### config.mk
export PLATFORM = sky130hd
export DESIGN_NAME = csr_file
export DESIGN_NICKNAME = d
export VERILOG_FILES = /design/src/csr_pkg.sv /design/src/csr_exc_regs.sv /design/src/csr_scratch_regs.sv /design/src/csr_timer.sv /design/src/csr_file.sv
export SDC_FILE = /design/constraint.sdc
export NUM_CORES = 1
export LEC_CHECK = 0
export BUFFER_PORTS_ARGS = -buffer_cell sky130_fd_sc_hd__buf_2
export CORE_ASPECT_RATIO = 0.7
export CORE_MARGIN = 5
export CORE_UTILIZATION = 25
export CTS_CLUSTER_DIAMETER = 40
export DETAILED_ROUTE_END_ITERATION = 6
export GPL_TIMING_DRIVEN = 1
export PLACE_DENSITY = 0.41
export SLEW_MARGIN = 5
export SYNTH_ARGS = -nofsm -noshare
export SYNTH_HDL_FRONTEND = slang
export SYNTH_SLANG_ARGS = --single-unit
### constraint.sdc
create_clock -name clk -period 9.29 [get_ports clk]
set_input_delay 1.3935 -clock clk [delete_from_list [all_inputs] [get_ports clk]]
set_output_delay 1.3935 -clock clk [all_outputs]
set_load 0.005 [all_outputs]
### src/csr_pkg.sv
// shared csr widths, register numbers and exception codes; no TLB registers, 32-bit data only
`default_nettype none

package csr_pkg;

    localparam int csr_num_w  = 14;
    localparam int data_w     = 32;
    localparam int ecode_w    = 6;
    localparam int esubcode_w = 9;
    localparam int hw_int_w   = 8;
    localparam int int_w      = 13; // interrupt status bits in ESTAT

    // SAVE registers sit at csr_save_base + index
    typedef enum logic [csr_num_w-1:0] {
        csr_crmd      = 14'h0,
        csr_prmd      = 14'h1,
        csr_ecfg      = 14'h4,
        csr_estat     = 14'h5,
        csr_era       = 14'h6,
        csr_badv      = 14'h7,
        csr_eentry    = 14'hc,
        csr_save_base = 14'h30,
        csr_tid       = 14'h40,
        csr_tcfg      = 14'h41,
        csr_tval      = 14'h42,
        csr_ticlr     = 14'h44
    } csr_num_e;

    // only the address error codes need decoding here
    typedef enum logic [ecode_w-1:0] {
        ecode_ade = 6'h8,
        ecode_ale = 6'h9
    } ecode_e;

    localparam logic [esubcode_w-1:0] esubcode_adef = '0; // fetch address error

    localparam logic [int_w-1:0] ecfg_lie_mask = 13'h1bff; // bit 10 reserved
    localparam int timer_int_bit = 11;

    // new bits where the mask is set and old bits elsewhere
    function automatic logic [data_w-1:0] csr_merge(
        input logic [data_w-1:0] old_value,
        input logic [data_w-1:0] wmask,
        input logic [data_w-1:0] wvalue
    );
        return (wmask & wvalue) | (~wmask & old_value);
    endfunction

endpackage

`default_nettype wire

### src/csr_exc_regs.sv
// exception csrs; wb_ex beats ertn_flush beats a csr write, ERA and BADV hold no reset value
`default_nettype none

module csr_exc_regs (
    input  logic                             clk,
    input  logic                             resetn,
    input  logic [csr_pkg::csr_num_w-1:0]    csr_num,
    input  logic                             csr_we,
    input  logic [csr_pkg::data_w-1:0]       csr_wmask,
    input  logic [csr_pkg::data_w-1:0]       csr_wvalue,
    input  logic                             wb_ex,
    input  logic [csr_pkg::ecode_w-1:0]      wb_ecode,
    input  logic [csr_pkg::esubcode_w-1:0]   wb_esubcode,
    input  logic [csr_pkg::data_w-1:0]       wb_pc,
    input  logic [csr_pkg::data_w-1:0]       wb_vaddr,
    input  logic                             ertn_flush,
    input  logic [csr_pkg::hw_int_w-1:0]     hw_int_in,
    input  logic                             ipi_int_in,
    input  logic                             timer_int,
    output logic [csr_pkg::data_w-1:0]       rvalue,
    output logic                             has_int
);
    import csr_pkg::*;

    logic [1:0]            crmd_plv;
    logic                  crmd_ie;
    logic [1:0]            prmd_pplv;
    logic                  prmd_pie;
    logic [int_w-1:0]      ecfg_lie;
    logic [1:0]            estat_sw;   // software interrupts
    logic [hw_int_w-1:0]   estat_hw;
    logic                  estat_ipi;
    logic [int_w-1:0]      estat_is;
    logic [ecode_w-1:0]    estat_ecode;
    logic [esubcode_w-1:0] estat_esubcode;
    logic [data_w-1:0]     era_pc;
    logic [data_w-1:0]     badv_vaddr;
    logic [data_w-7:0]     eentry_va;  // 64-byte aligned entry

    logic [data_w-1:0] crmd_rvalue;
    logic [data_w-1:0] prmd_rvalue;
    logic [data_w-1:0] ecfg_rvalue;
    logic [data_w-1:0] estat_rvalue;
    logic [data_w-1:0] eentry_rvalue;
    logic [data_w-1:0] crmd_wr;
    logic [data_w-1:0] prmd_wr;
    logic [data_w-1:0] ecfg_wr;
    logic [data_w-1:0] estat_wr;
    logic [data_w-1:0] era_wr;
    logic [data_w-1:0] eentry_wr;
    logic              addr_err;

    // DA reads as 1, paging fields as 0
    assign crmd_rvalue   = {{(data_w-4){1'b0}}, 1'b1, crmd_ie, crmd_plv};
    assign prmd_rvalue   = {{(data_w-3){1'b0}}, prmd_pie, prmd_pplv};
    assign ecfg_rvalue   = {{(data_w-int_w){1'b0}}, ecfg_lie};
    assign estat_rvalue  = {1'b0, estat_esubcode, estat_ecode, 3'b0, estat_is};
    assign eentry_rvalue = {eentry_va, 6'b0};

    // old bits of each merge come from the read view
    assign crmd_wr   = csr_merge(crmd_rvalue, csr_wmask, csr_wvalue);
    assign prmd_wr   = csr_merge(prmd_rvalue, csr_wmask, csr_wvalue);
    assign ecfg_wr   = csr_merge(ecfg_rvalue, csr_wmask, csr_wvalue);
    assign estat_wr  = csr_merge(estat_rvalue, csr_wmask, csr_wvalue);
    assign era_wr    = csr_merge(era_pc, csr_wmask, csr_wvalue);
    assign eentry_wr = csr_merge(eentry_rvalue, csr_wmask, csr_wvalue);

    always_comb begin
        estat_is                = '0;
        estat_is[1:0]           = estat_sw;
        estat_is[9:2]           = estat_hw;
        estat_is[timer_int_bit] = timer_int; // live from the timer latch
        estat_is[12]            = estat_ipi;
    end

    always_ff @(posedge clk) begin
        if (!resetn) begin
            crmd_plv <= 2'b0;
            crmd_ie  <= 1'b0;
        end else if (wb_ex) begin
            crmd_plv <= 2'b0;
            crmd_ie  <= 1'b0;
        end else if (ertn_flush) begin
            crmd_plv <= prmd_pplv;
            crmd_ie  <= prmd_pie;
        end else if (csr_we && csr_num == csr_crmd) begin
            crmd_plv <= crmd_wr[1:0];
            crmd_ie  <= crmd_wr[2];
        end
    end

    always_ff @(posedge clk) begin
        if (!resetn) begin
            prmd_pplv <= 2'b0;
            prmd_pie  <= 1'b0;
        end else if (wb_ex) begin   // save state before it is cleared
            prmd_pplv <= crmd_plv;
            prmd_pie  <= crmd_ie;
        end else if (csr_we && csr_num == csr_prmd) begin
            prmd_pplv <= prmd_wr[1:0];
            prmd_pie  <= prmd_wr[2];
        end
    end

    always_ff @(posedge clk) begin
        if (!resetn) begin
            ecfg_lie  <= '0;
            estat_sw  <= 2'b0;
            estat_hw  <= '0;
            estat_ipi <= 1'b0;
            eentry_va <= '0;
        end else begin
            if (csr_we && csr_num == csr_ecfg)
                ecfg_lie <= ecfg_wr[int_w-1:0] & ecfg_lie_mask;
            if (csr_we && csr_num == csr_estat)
                estat_sw <= estat_wr[1:0];
            if (csr_we && csr_num == csr_eentry)
                eentry_va <= eentry_wr[data_w-1:6];
            estat_hw  <= hw_int_in;  // sampled every cycle
            estat_ipi <= ipi_int_in;
        end
    end

    always_ff @(posedge clk) begin
        if (!resetn) begin
            estat_ecode    <= '0;
            estat_esubcode <= '0;
        end else if (wb_ex) begin
            estat_ecode    <= wb_ecode;
            estat_esubcode <= wb_esubcode;
        end
    end

    assign addr_err = (wb_ecode == ecode_ade) || (wb_ecode == ecode_ale);

    always_ff @(posedge clk) begin
        if (wb_ex)
            era_pc <= wb_pc;
        else if (csr_we && csr_num == csr_era)
            era_pc <= era_wr;
        if (wb_ex && addr_err)  // fetch errors report the pc itself
            badv_vaddr <= (wb_ecode == ecode_ade && wb_esubcode == esubcode_adef)
                          ? wb_pc : wb_vaddr;
    end

    always_comb begin
        case (csr_num)
            csr_crmd:   rvalue = crmd_rvalue;
            csr_prmd:   rvalue = prmd_rvalue;
            csr_ecfg:   rvalue = ecfg_rvalue;
            csr_estat:  rvalue = estat_rvalue;
            csr_era:    rvalue = era_pc;
            csr_badv:   rvalue = badv_vaddr;
            csr_eentry: rvalue = eentry_rvalue;
            default:    rvalue = '0;
        endcase
    end

    assign has_int = ((estat_is & ecfg_lie) != '0) && crmd_ie;

endmodule

`default_nettype wire

### src/csr_scratch_regs.sv
// save_num SAVE registers from csr_save_base plus TID; save_num must stay within 1 to 16
`default_nettype none

module csr_scratch_regs #(
    parameter int save_num = 4
) (
    input  logic                          clk,
    input  logic                          resetn,
    input  logic [csr_pkg::csr_num_w-1:0] csr_num,
    input  logic                          csr_we,
    input  logic [csr_pkg::data_w-1:0]    csr_wmask,
    input  logic [csr_pkg::data_w-1:0]    csr_wvalue,
    output logic [csr_pkg::data_w-1:0]    rvalue
);
    import csr_pkg::*;

    logic [data_w-1:0] save_q [save_num];
    logic [data_w-1:0] save_rd [save_num]; // per-register read term
    logic [data_w-1:0] tid_q;

    for (genvar i = 0; i < save_num; i++) begin : g_save
        localparam logic [csr_num_w-1:0] addr = csr_num_w'(csr_save_base) + csr_num_w'(i);

        always_ff @(posedge clk) begin
            if (!resetn)
                save_q[i] <= '0;
            else if (csr_we && csr_num == addr)
                save_q[i] <= csr_merge(save_q[i], csr_wmask, csr_wvalue);
        end

        assign save_rd[i] = (csr_num == addr) ? save_q[i] : '0;
    end

    always_ff @(posedge clk) begin
        if (!resetn)
            tid_q <= '0;
        else if (csr_we && csr_num == csr_tid)
            tid_q <= csr_merge(tid_q, csr_wmask, csr_wvalue);
    end

    always_comb begin
        rvalue = (csr_num == csr_tid) ? tid_q : '0;
        for (int i = 0; i < save_num; i++)
            rvalue = rvalue | save_rd[i];  // at most one hit
    end

endmodule

`default_nettype wire

### src/csr_timer.sv
// 32-bit down counter timer; TVAL is read only, TICLR reads as zero, set beats clear on timer_int
`default_nettype none

module csr_timer (
    input  logic                          clk,
    input  logic                          resetn,
    input  logic [csr_pkg::csr_num_w-1:0] csr_num,
    input  logic                          csr_we,
    input  logic [csr_pkg::data_w-1:0]    csr_wmask,
    input  logic [csr_pkg::data_w-1:0]    csr_wvalue,
    output logic [csr_pkg::data_w-1:0]    rvalue,
    output logic                          timer_int
);
    import csr_pkg::*;

    logic              tcfg_en;
    logic              tcfg_periodic;
    logic [data_w-3:0] tcfg_initval;   // counter start is initval * 4
    logic [data_w-1:0] tcfg_rvalue;
    logic [data_w-1:0] tcfg_next;      // TCFG after this cycle's write
    logic [data_w-1:0] timer_cnt;
    logic              tcfg_wr;
    logic              ticlr_clr;
    logic              cnt_zero;
    logic              cnt_idle;

    assign tcfg_rvalue = {tcfg_initval, tcfg_periodic, tcfg_en};
    assign tcfg_next   = csr_merge(tcfg_rvalue, csr_wmask, csr_wvalue);
    assign tcfg_wr     = csr_we && csr_num == csr_tcfg;
    assign ticlr_clr   = csr_we && csr_num == csr_ticlr && csr_wmask[0] && csr_wvalue[0];

    assign cnt_zero = (timer_cnt == '0);
    assign cnt_idle = (timer_cnt == '1);  // one-shot has expired

    always_ff @(posedge clk) begin
        if (!resetn) begin
            tcfg_en       <= 1'b0;
            tcfg_periodic <= 1'b0;
            tcfg_initval  <= '0;
        end else if (tcfg_wr) begin
            tcfg_en       <= tcfg_next[0];
            tcfg_periodic <= tcfg_next[1];
            tcfg_initval  <= tcfg_next[data_w-1:2];
        end
    end

    always_ff @(posedge clk) begin
        if (!resetn) begin
            timer_cnt <= '1;
        end else if (tcfg_wr && tcfg_next[0]) begin
            timer_cnt <= {tcfg_next[data_w-1:2], 2'b0};  // load on enabling write
        end else if (tcfg_en && !cnt_idle) begin
            if (cnt_zero && tcfg_periodic)
                timer_cnt <= {tcfg_initval, 2'b0};
            else
                timer_cnt <= timer_cnt - data_w'(1);  // one-shot wraps to all-ones and stops
        end
    end

    // interrupt latch
    always_ff @(posedge clk) begin
        if (!resetn)
            timer_int <= 1'b0;
        else if (cnt_zero)
            timer_int <= 1'b1;
        else if (ticlr_clr)
            timer_int <= 1'b0;
    end

    always_comb begin
        case (csr_num)
            csr_tcfg: rvalue = tcfg_rvalue;
            csr_tval: rvalue = timer_cnt;
            default:  rvalue = '0;  // TICLR included
        endcase
    end

endmodule

`default_nettype wire

### src/csr_file.sv
// csr block top; reads are combinational with no read strobe, unmapped numbers read as zero
`default_nettype none

module csr_file #(
    parameter int save_num = 4
) (
    input  logic                             clk,
    input  logic                             resetn,
    input  logic [csr_pkg::csr_num_w-1:0]    csr_num,
    input  logic                             csr_we,
    input  logic [csr_pkg::data_w-1:0]       csr_wmask,
    input  logic [csr_pkg::data_w-1:0]       csr_wvalue,
    output logic [csr_pkg::data_w-1:0]       csr_rvalue,
    input  logic                             wb_ex,
    input  logic [csr_pkg::ecode_w-1:0]      wb_ecode,
    input  logic [csr_pkg::esubcode_w-1:0]   wb_esubcode,
    input  logic [csr_pkg::data_w-1:0]       wb_pc,
    input  logic [csr_pkg::data_w-1:0]       wb_vaddr,
    input  logic                             ertn_flush,
    input  logic [csr_pkg::hw_int_w-1:0]     hw_int_in,
    input  logic                             ipi_int_in,
    output logic                             has_int
);
    import csr_pkg::*;

    logic [data_w-1:0] exc_rvalue;
    logic [data_w-1:0] scratch_rvalue;
    logic [data_w-1:0] timer_rvalue;
    logic              timer_int;   // timer to ESTAT bit 11

    csr_exc_regs exc_regs_inst (
        .clk         (clk),
        .resetn      (resetn),
        .csr_num     (csr_num),
        .csr_we      (csr_we),
        .csr_wmask   (csr_wmask),
        .csr_wvalue  (csr_wvalue),
        .wb_ex       (wb_ex),
        .wb_ecode    (wb_ecode),
        .wb_esubcode (wb_esubcode),
        .wb_pc       (wb_pc),
        .wb_vaddr    (wb_vaddr),
        .ertn_flush  (ertn_flush),
        .hw_int_in   (hw_int_in),
        .ipi_int_in  (ipi_int_in),
        .timer_int   (timer_int),
        .rvalue      (exc_rvalue),
        .has_int     (has_int)
    );

    csr_scratch_regs #(
        .save_num (save_num)
    ) scratch_regs_inst (
        .clk        (clk),
        .resetn     (resetn),
        .csr_num    (csr_num),
        .csr_we     (csr_we),
        .csr_wmask  (csr_wmask),
        .csr_wvalue (csr_wvalue),
        .rvalue     (scratch_rvalue)
    );

    csr_timer timer_inst (
        .clk        (clk),
        .resetn     (resetn),
        .csr_num    (csr_num),
        .csr_we     (csr_we),
        .csr_wmask  (csr_wmask),
        .csr_wvalue (csr_wvalue),
        .rvalue     (timer_rvalue),
        .timer_int  (timer_int)
    );

    // each leaf drives zero unless the number is its own
    assign csr_rvalue = exc_rvalue | scratch_rvalue | timer_rvalue;

endmodule

`default_nettype wire

**After elaboration in Yosys (flattened, before gate mapping)**

Memories as Yosys holds them, arrays and structs flattened.
Index checks and enable logic that the tools add are counted.
Widths: inputs -> output; s select.

- Flip-flop bits (word level): 231
- Memory bits (writable): 128
- Output and inout bits: 33
- Memories kept: 1
- Word-level logic and storage cells: 149

- Reduce and logical (&&, ||, !) cells: 33
- Eq/ne operators: 17
- $add $sub $neg: 1
- Multiplexer cells: 40
- Bitwise logic cells: 38

Memories:

| memory | depth | bits a word | read ports | clocked after memory_dff | write ports | line | source |
|---|---|---|---|---|---|---|---|
| scratch_regs_inst.save_q | 4 | 32 | 4 | 0 | 4 | csr_scratch_regs.sv:17 | `logic [data_w-1:0] save_q [save_num];` |

Operator list:

| operator | count |
|---|---|
| $mux 32 | 15 |
| $or 32x32->32 | 14 |
| $and 32x32->32 | 9 |
| $pmux 32 s7 | 1 |
| $pmux 32 s2 | 1 |
| $eq 14x3->1 const B | 4 |
| $eq 14x6->1 const B | 4 |
| $eq 14x7->1 const B | 4 |
| $eq 32x32->1 const B | 1 |
| $logic_not 32->1 | 1 |
| $not 32->32 | 1 |
| $sub 32x1->32 const B | 1 |
| $and 13x13->13 | 2 |
| $logic_and 1x1->1 | 21 |
| $mux 1 | 19 |
| $eq 14x1->1 const B | 1 |
| $eq 14x4->1 const B | 1 |
| $logic_not 14->1 | 1 |
| $or 13x13->13 | 1 |
| $reduce_bool 13->1 | 1 |
| $eq 6x4->1 const B | 2 |
| $reduce_bool 2->1 | 5 |
| $logic_not 9->1 | 1 |
| $mux 2 | 4 |
| other kinds (9) | 14 |

**Depth between registers and ports, before layout**

- Depth in word-level cells: 8
- Mapped depth: 10
- Gate-level depth less buffers: 8

**Hierarchy**

Synthesis repeated with hierarchy kept, for this count alone.

- Cells, all modules: 2,091
- Area, all modules: 19,902.8 µm²

By module, submodules not included:

| module | instances | cells each | seq. area each (µm²) | area an instance (µm²) |
|---|---|---|---|---|
| csr_scratch_regs | 1 | 800 | 4,484.3 | 7,967.6 |
| csr_exc_regs | 1 | 735 | 3,323.2 | 7,300.8 |
| csr_timer | 1 | 524 | 1,301.2 | 4,434.3 |
| csr_file | 1 | 32 | 0.0 | 200.2 |

**Worst setup path before layout**

No wires, ideal clock.

- Path type: input to output
- From: input csr_num[11] (netlist name)
- To: output csr_rvalue[8] (netlist name)
- Cell stages on the path: 8
- Buffers on the path: 3
- Path slack: 4.483 ns
- Arrival: 3.413 ns
- Data required time: 7.896 ns
- Cell sequence: or4_1 -> clkbuf_1 -> or4_1 -> clkbuf_1 -> nor3_1 -> clkbuf_1 -> a222oi_1 -> nand4_1

- Longest elaborated chain between the ends: 8
- Elaborated cells on any way between the ends: 27
- Those cells by class: eq/ne: 13; mux: 7; bitwise: 6; reduce/logical: 1

Ends and longest elaborated chain:

| item | line | source |
|---|---|---|
| start: declaration | csr_file.sv:9 | `input logic [csr_pkg::csr_num_w-1:0] csr_num,` |
| $eq 14x7->1 or $eq 14x6->1 (tied branches) | csr_scratch_regs.sv:42, csr_scratch_regs.sv:31 |  |
| $mux 32, on equally long branches | csr_scratch_regs.sv:42, csr_scratch_regs.sv:31 |  |
| $or 32x32->32 (4 in a row) | csr_scratch_regs.sv:44 | `rvalue = rvalue \| save_rd[i];` |
| $or 32x32->32 | csr_file.sv:75 | `assign csr_rvalue = exc_rvalue \| scratch_rvalue \| timer_rvalue;` |
| $or 32x32->32 * | csr_file.sv:75 |  |
| end: declaration | csr_file.sv:13 | `output logic [csr_pkg::data_w-1:0] csr_rvalue,` |

Every way passes the cells marked *; elsewhere a longest branch is shown, timed or not.

**Worst setup path after layout**

- From: input csr_num[1] (netlist name)
- To: output csr_rvalue[0] (netlist name)

The elaborated chain is that of the path after synthesis.

==> flow_summary_export.csv <==
group,metric,value,unit
placement,gp_congestion,0.895,
sta,finalHoldViolCount,0,
clock_tree,cts_buffers,76,
critical_path,critPathTopFamily,"simple AND/OR/NAND/NOR gates",
floorplan,coreArea,0.0749,mm2
yosys,synth_edf_count,192,
global_routing,antenna_found_initial,4,
job,cap_violations,0,
yosys,netlist_instances,2029,
min_path,min_path_type,"register to register",
yosys,yosys.area.top_type_share,30.6,%
layout,syn2layout_area_growth,24.7,%
sta,slew_headroom,9.05,%
critical_path,startpoint_type,"input port",
sta,worstMarginPinSlew,1.36,ns
clock_tree,post-cts-setup-buffers,0,
yosys,postSynthAreaPerCell,9.29,um2
floorplan,die_h,240,um
power,leakagePower,8.89,nW
layout,drive_above_1_share,21.5,%
critical_path,critPathMaxFanout,32,
sta,finalMaxSlewViolations,0,
yosys,yosysTopAreaCell,"edfxtp_1",
yosys,synth_area_leaders,"edfxtp_1 31%, dfxtp_1 18%, nand2_1 5.9%, mux2i_1 5.3%, a21oi_1 5.1%",
layout,fillers,7786,
global_routing,first_global_vias,16862,
yosys,ys_seq_elements,359,
yosys,async_flop_share,0,%
yosys,ys.flop_type,"edfxtp_1",
critical_path,criticalPathCategory,"input port to output port",
critical_path,crit_required,7.90,ns
layout,multi_input_area,0.00896,mm2
floorplan,top_level_ports,204,
sta,worst_slack,2.92,ns
route,dr.pass1.iters,7,
critical_path,path_common_cell,"buf_2",
placement,numPortBuffers,203,
route,drc_errors,18,
route,wl,84100,um
clock_tree,cts_hold_buf,0,
layout,final_area,0.0235,mm2
clock_tree,insertion_delay,0.62,ns
status,violations,"DRC",
sta,finalCritPeriodShare,68.6,%
route,num_vias,17287,
clock_tree,post_cts_resized,0,
layout,fin_nets,2360,
placement,dp_hpwl,57500,um
clock_tree,cts_tree,"done",
placement,placed_area,0.0208,mm2
sta,setup_tns,0,ns
global_routing,grt_max_degree,74,
sta,timing.fmax,0.157,GHz
clock_tree,numClockSinks,359,
critical_path,critPathBufInv,3,
yosys,syn_nets,2203,
route,drtIter0Drc,2203,
floorplan,die-area,0.0811,mm2
yosys,ys_types,66,
clock_tree,clockRootBuffer,"clkbuf_16",
global_routing,grt_pass1_wl,121000,um
placement,place_worst_setup_slack,3.08,ns
clock_tree,htree_levels,3,
layout,ff_latch_area,0.00911,mm2
global_routing,grt-ovfl-total,0,
critical_path,worstPathArrival,4.98,ns
power,ir_drop,0.000115,V
route,antenna_left,0,
sta,setup_violations,0,
sta,rsz0062_at_grt,"no",
floorplan,rows,84,
global_routing,track_usage,20.0,%
power,finalPower,0.00487,W
critical_path,crit_slowest_cell,"nor4_1",
yosys,ys_seq_area_share,48.3,%
yosys,syn_area,0.0189,mm2
critical_path,crit_path_end_kind,"output port",
power,p_per_area,207,mW/mm2
critical_path,crit_chain,"buf_2 -> nor4_1 -> and4_1 -> buf_4 -> a222oi_1 -> nand3_1 -> buf_2",
status,status,"finished with violations",
layout,insertedDiodeCount,0,
sta,hold_ws,0.459,ns
yosys,yosys_warnings,0,
route,vias_per_cell,5.34,
critical_path,cp_slowest_stage_delay,1.11,ns
floorplan,start_util,25.2,%
floorplan,die_w,338,um
clock_tree,clk_pin_slew,0.05,ns
sta,finClkSkew,0.0236,ns
clock_tree,clk_path_buf_depth,3,
sta,fin_crit,6.37,ns
route,wl_per_cell,26.0,um
-- worst paths after layout --
| path | slack [ns] | to | startpoint | cells past startpoint |
|---|---|---|---|---|
| worst max-delay path | 2.92 | csr_rvalue[0] | csr_num[1] | 7 |
| worst min-delay path | 0.46 | register | register | 2 |
| worst max register to register | 5.80 | timer_inst.timer_cnt[28] | timer_inst.timer_cnt[0] | 8 |
| worst min register to register | 0.46 | register | register | 2 |
-- worst reg2reg max path, delay by kind of cell (launching register included) --
family,cells,cell delay (ns)
flip-flops,1,0.39
adder cells (fa/ha/maj),1,0.31
AND/OR/NAND/NOR,3,2.00
AO/OA/AOI/OAI,3,0.58
buffers and inverters,1,0.12
-- power breakdown --
part | total [W] | internal (W) | switching, W
Sequential | 0.00174 | 0.00172 | 0.0000228
Combinational | 0.000252 | 0.0000803 | 0.000171
Clock | 0.00288 | 0.00187 | 0.00100
Total | 0.00487 | 0.00367 | 0.00120
-- through the flow --
stage,instances,utilization [%]
6_report,3239,31.4
5_1_grt,3239,31.4
4_1_cts,3239,31.4
3_5_place_dp,3097,27.8
3_3_place_gp,3097,27.8
2_1_floorplan,2029,-
-- cell families after synthesis --
kind of cell,share of synthesized area (%)
DFF,48.3
buffers and inverters,4.40
muxes,9.91
and+or+nand+nor,20.4
AOI/OAI and AO/OA,16.7
adders and majority gates,0.199
xor gates and xnor gates,0.0929
-- cell type report --
cell class	instances	area share, %
Multi-Input combinational cell	1460	38.1
Timing Repair Buffer	242	5.58
Clock inverter	54	2.87
Sequential cell	359	38.8
Tap cell	989	5.26
Inverter	47	0.761
Clock buffer	88	8.63
-- metal layers --
metal / up-vias / GRT usage [%] / share of wire (%)
met5: - / 0 / 0.040
met4: 4 / 4.77 / 2.0
met3: 127 / 4.92 / 8.6
met2: 763 / 28.2 / 40
met1: 8593 / 30.3 / 49
li1: 7800 / - / -
-- cell usage after synthesis (all sizes together), types with 47 or more instances --
master and number:
a21oi 194, a22oi 75, clkbuf 132, dfxtp 167, edfxtp 192, inv 47
mux2 76, mux2i 99, nand2 296, nand2b 136, nand3 64, nor2 142
o21ai 80
-- placed cells by master (no fill, tap or decap), types with 7 or more instances in the layout --
master | Yosys | layout
nand2_1 | 296 | 292
buf_2 | 9 | 202
a21oi_1 | 193 | 193
edfxtp_1 | 192 | 192
dfxtp_1 | 167 | 167
nor2_1 | 142 | 139
nand2b_1 | 136 | 136
mux2i_1 | 99 | 99
clkbuf_16 | 0 | 78
mux2_2 | 76 | 76
o21ai_0 | 76 | 76
a22oi_1 | 75 | 75
nand3_1 | 64 | 64
inv_1 | 46 | 46
buf_4 | 0 | 40
a222oi_1 | 38 | 38
nor3_1 | 30 | 30
nand4_1 | 30 | 30
o22ai_1 | 18 | 18
nor4_1 | 14 | 14
and2_1 | 16 | 14
o2111ai_1 | 13 | 13
a221oi_1 | 13 | 13
or4_1 | 12 | 12
a22o_1 | 12 | 12
clkinv_4 | 0 | 12
or3_1 | 11 | 11
bufinv_16 | 0 | 10
a211oi_1 | 8 | 8
clkinvlp_4 | 0 | 8
and3_1 | 9 | 7
inv_6 | 0 | 7
No activity file was read; power rests on OpenSTA's default activity.
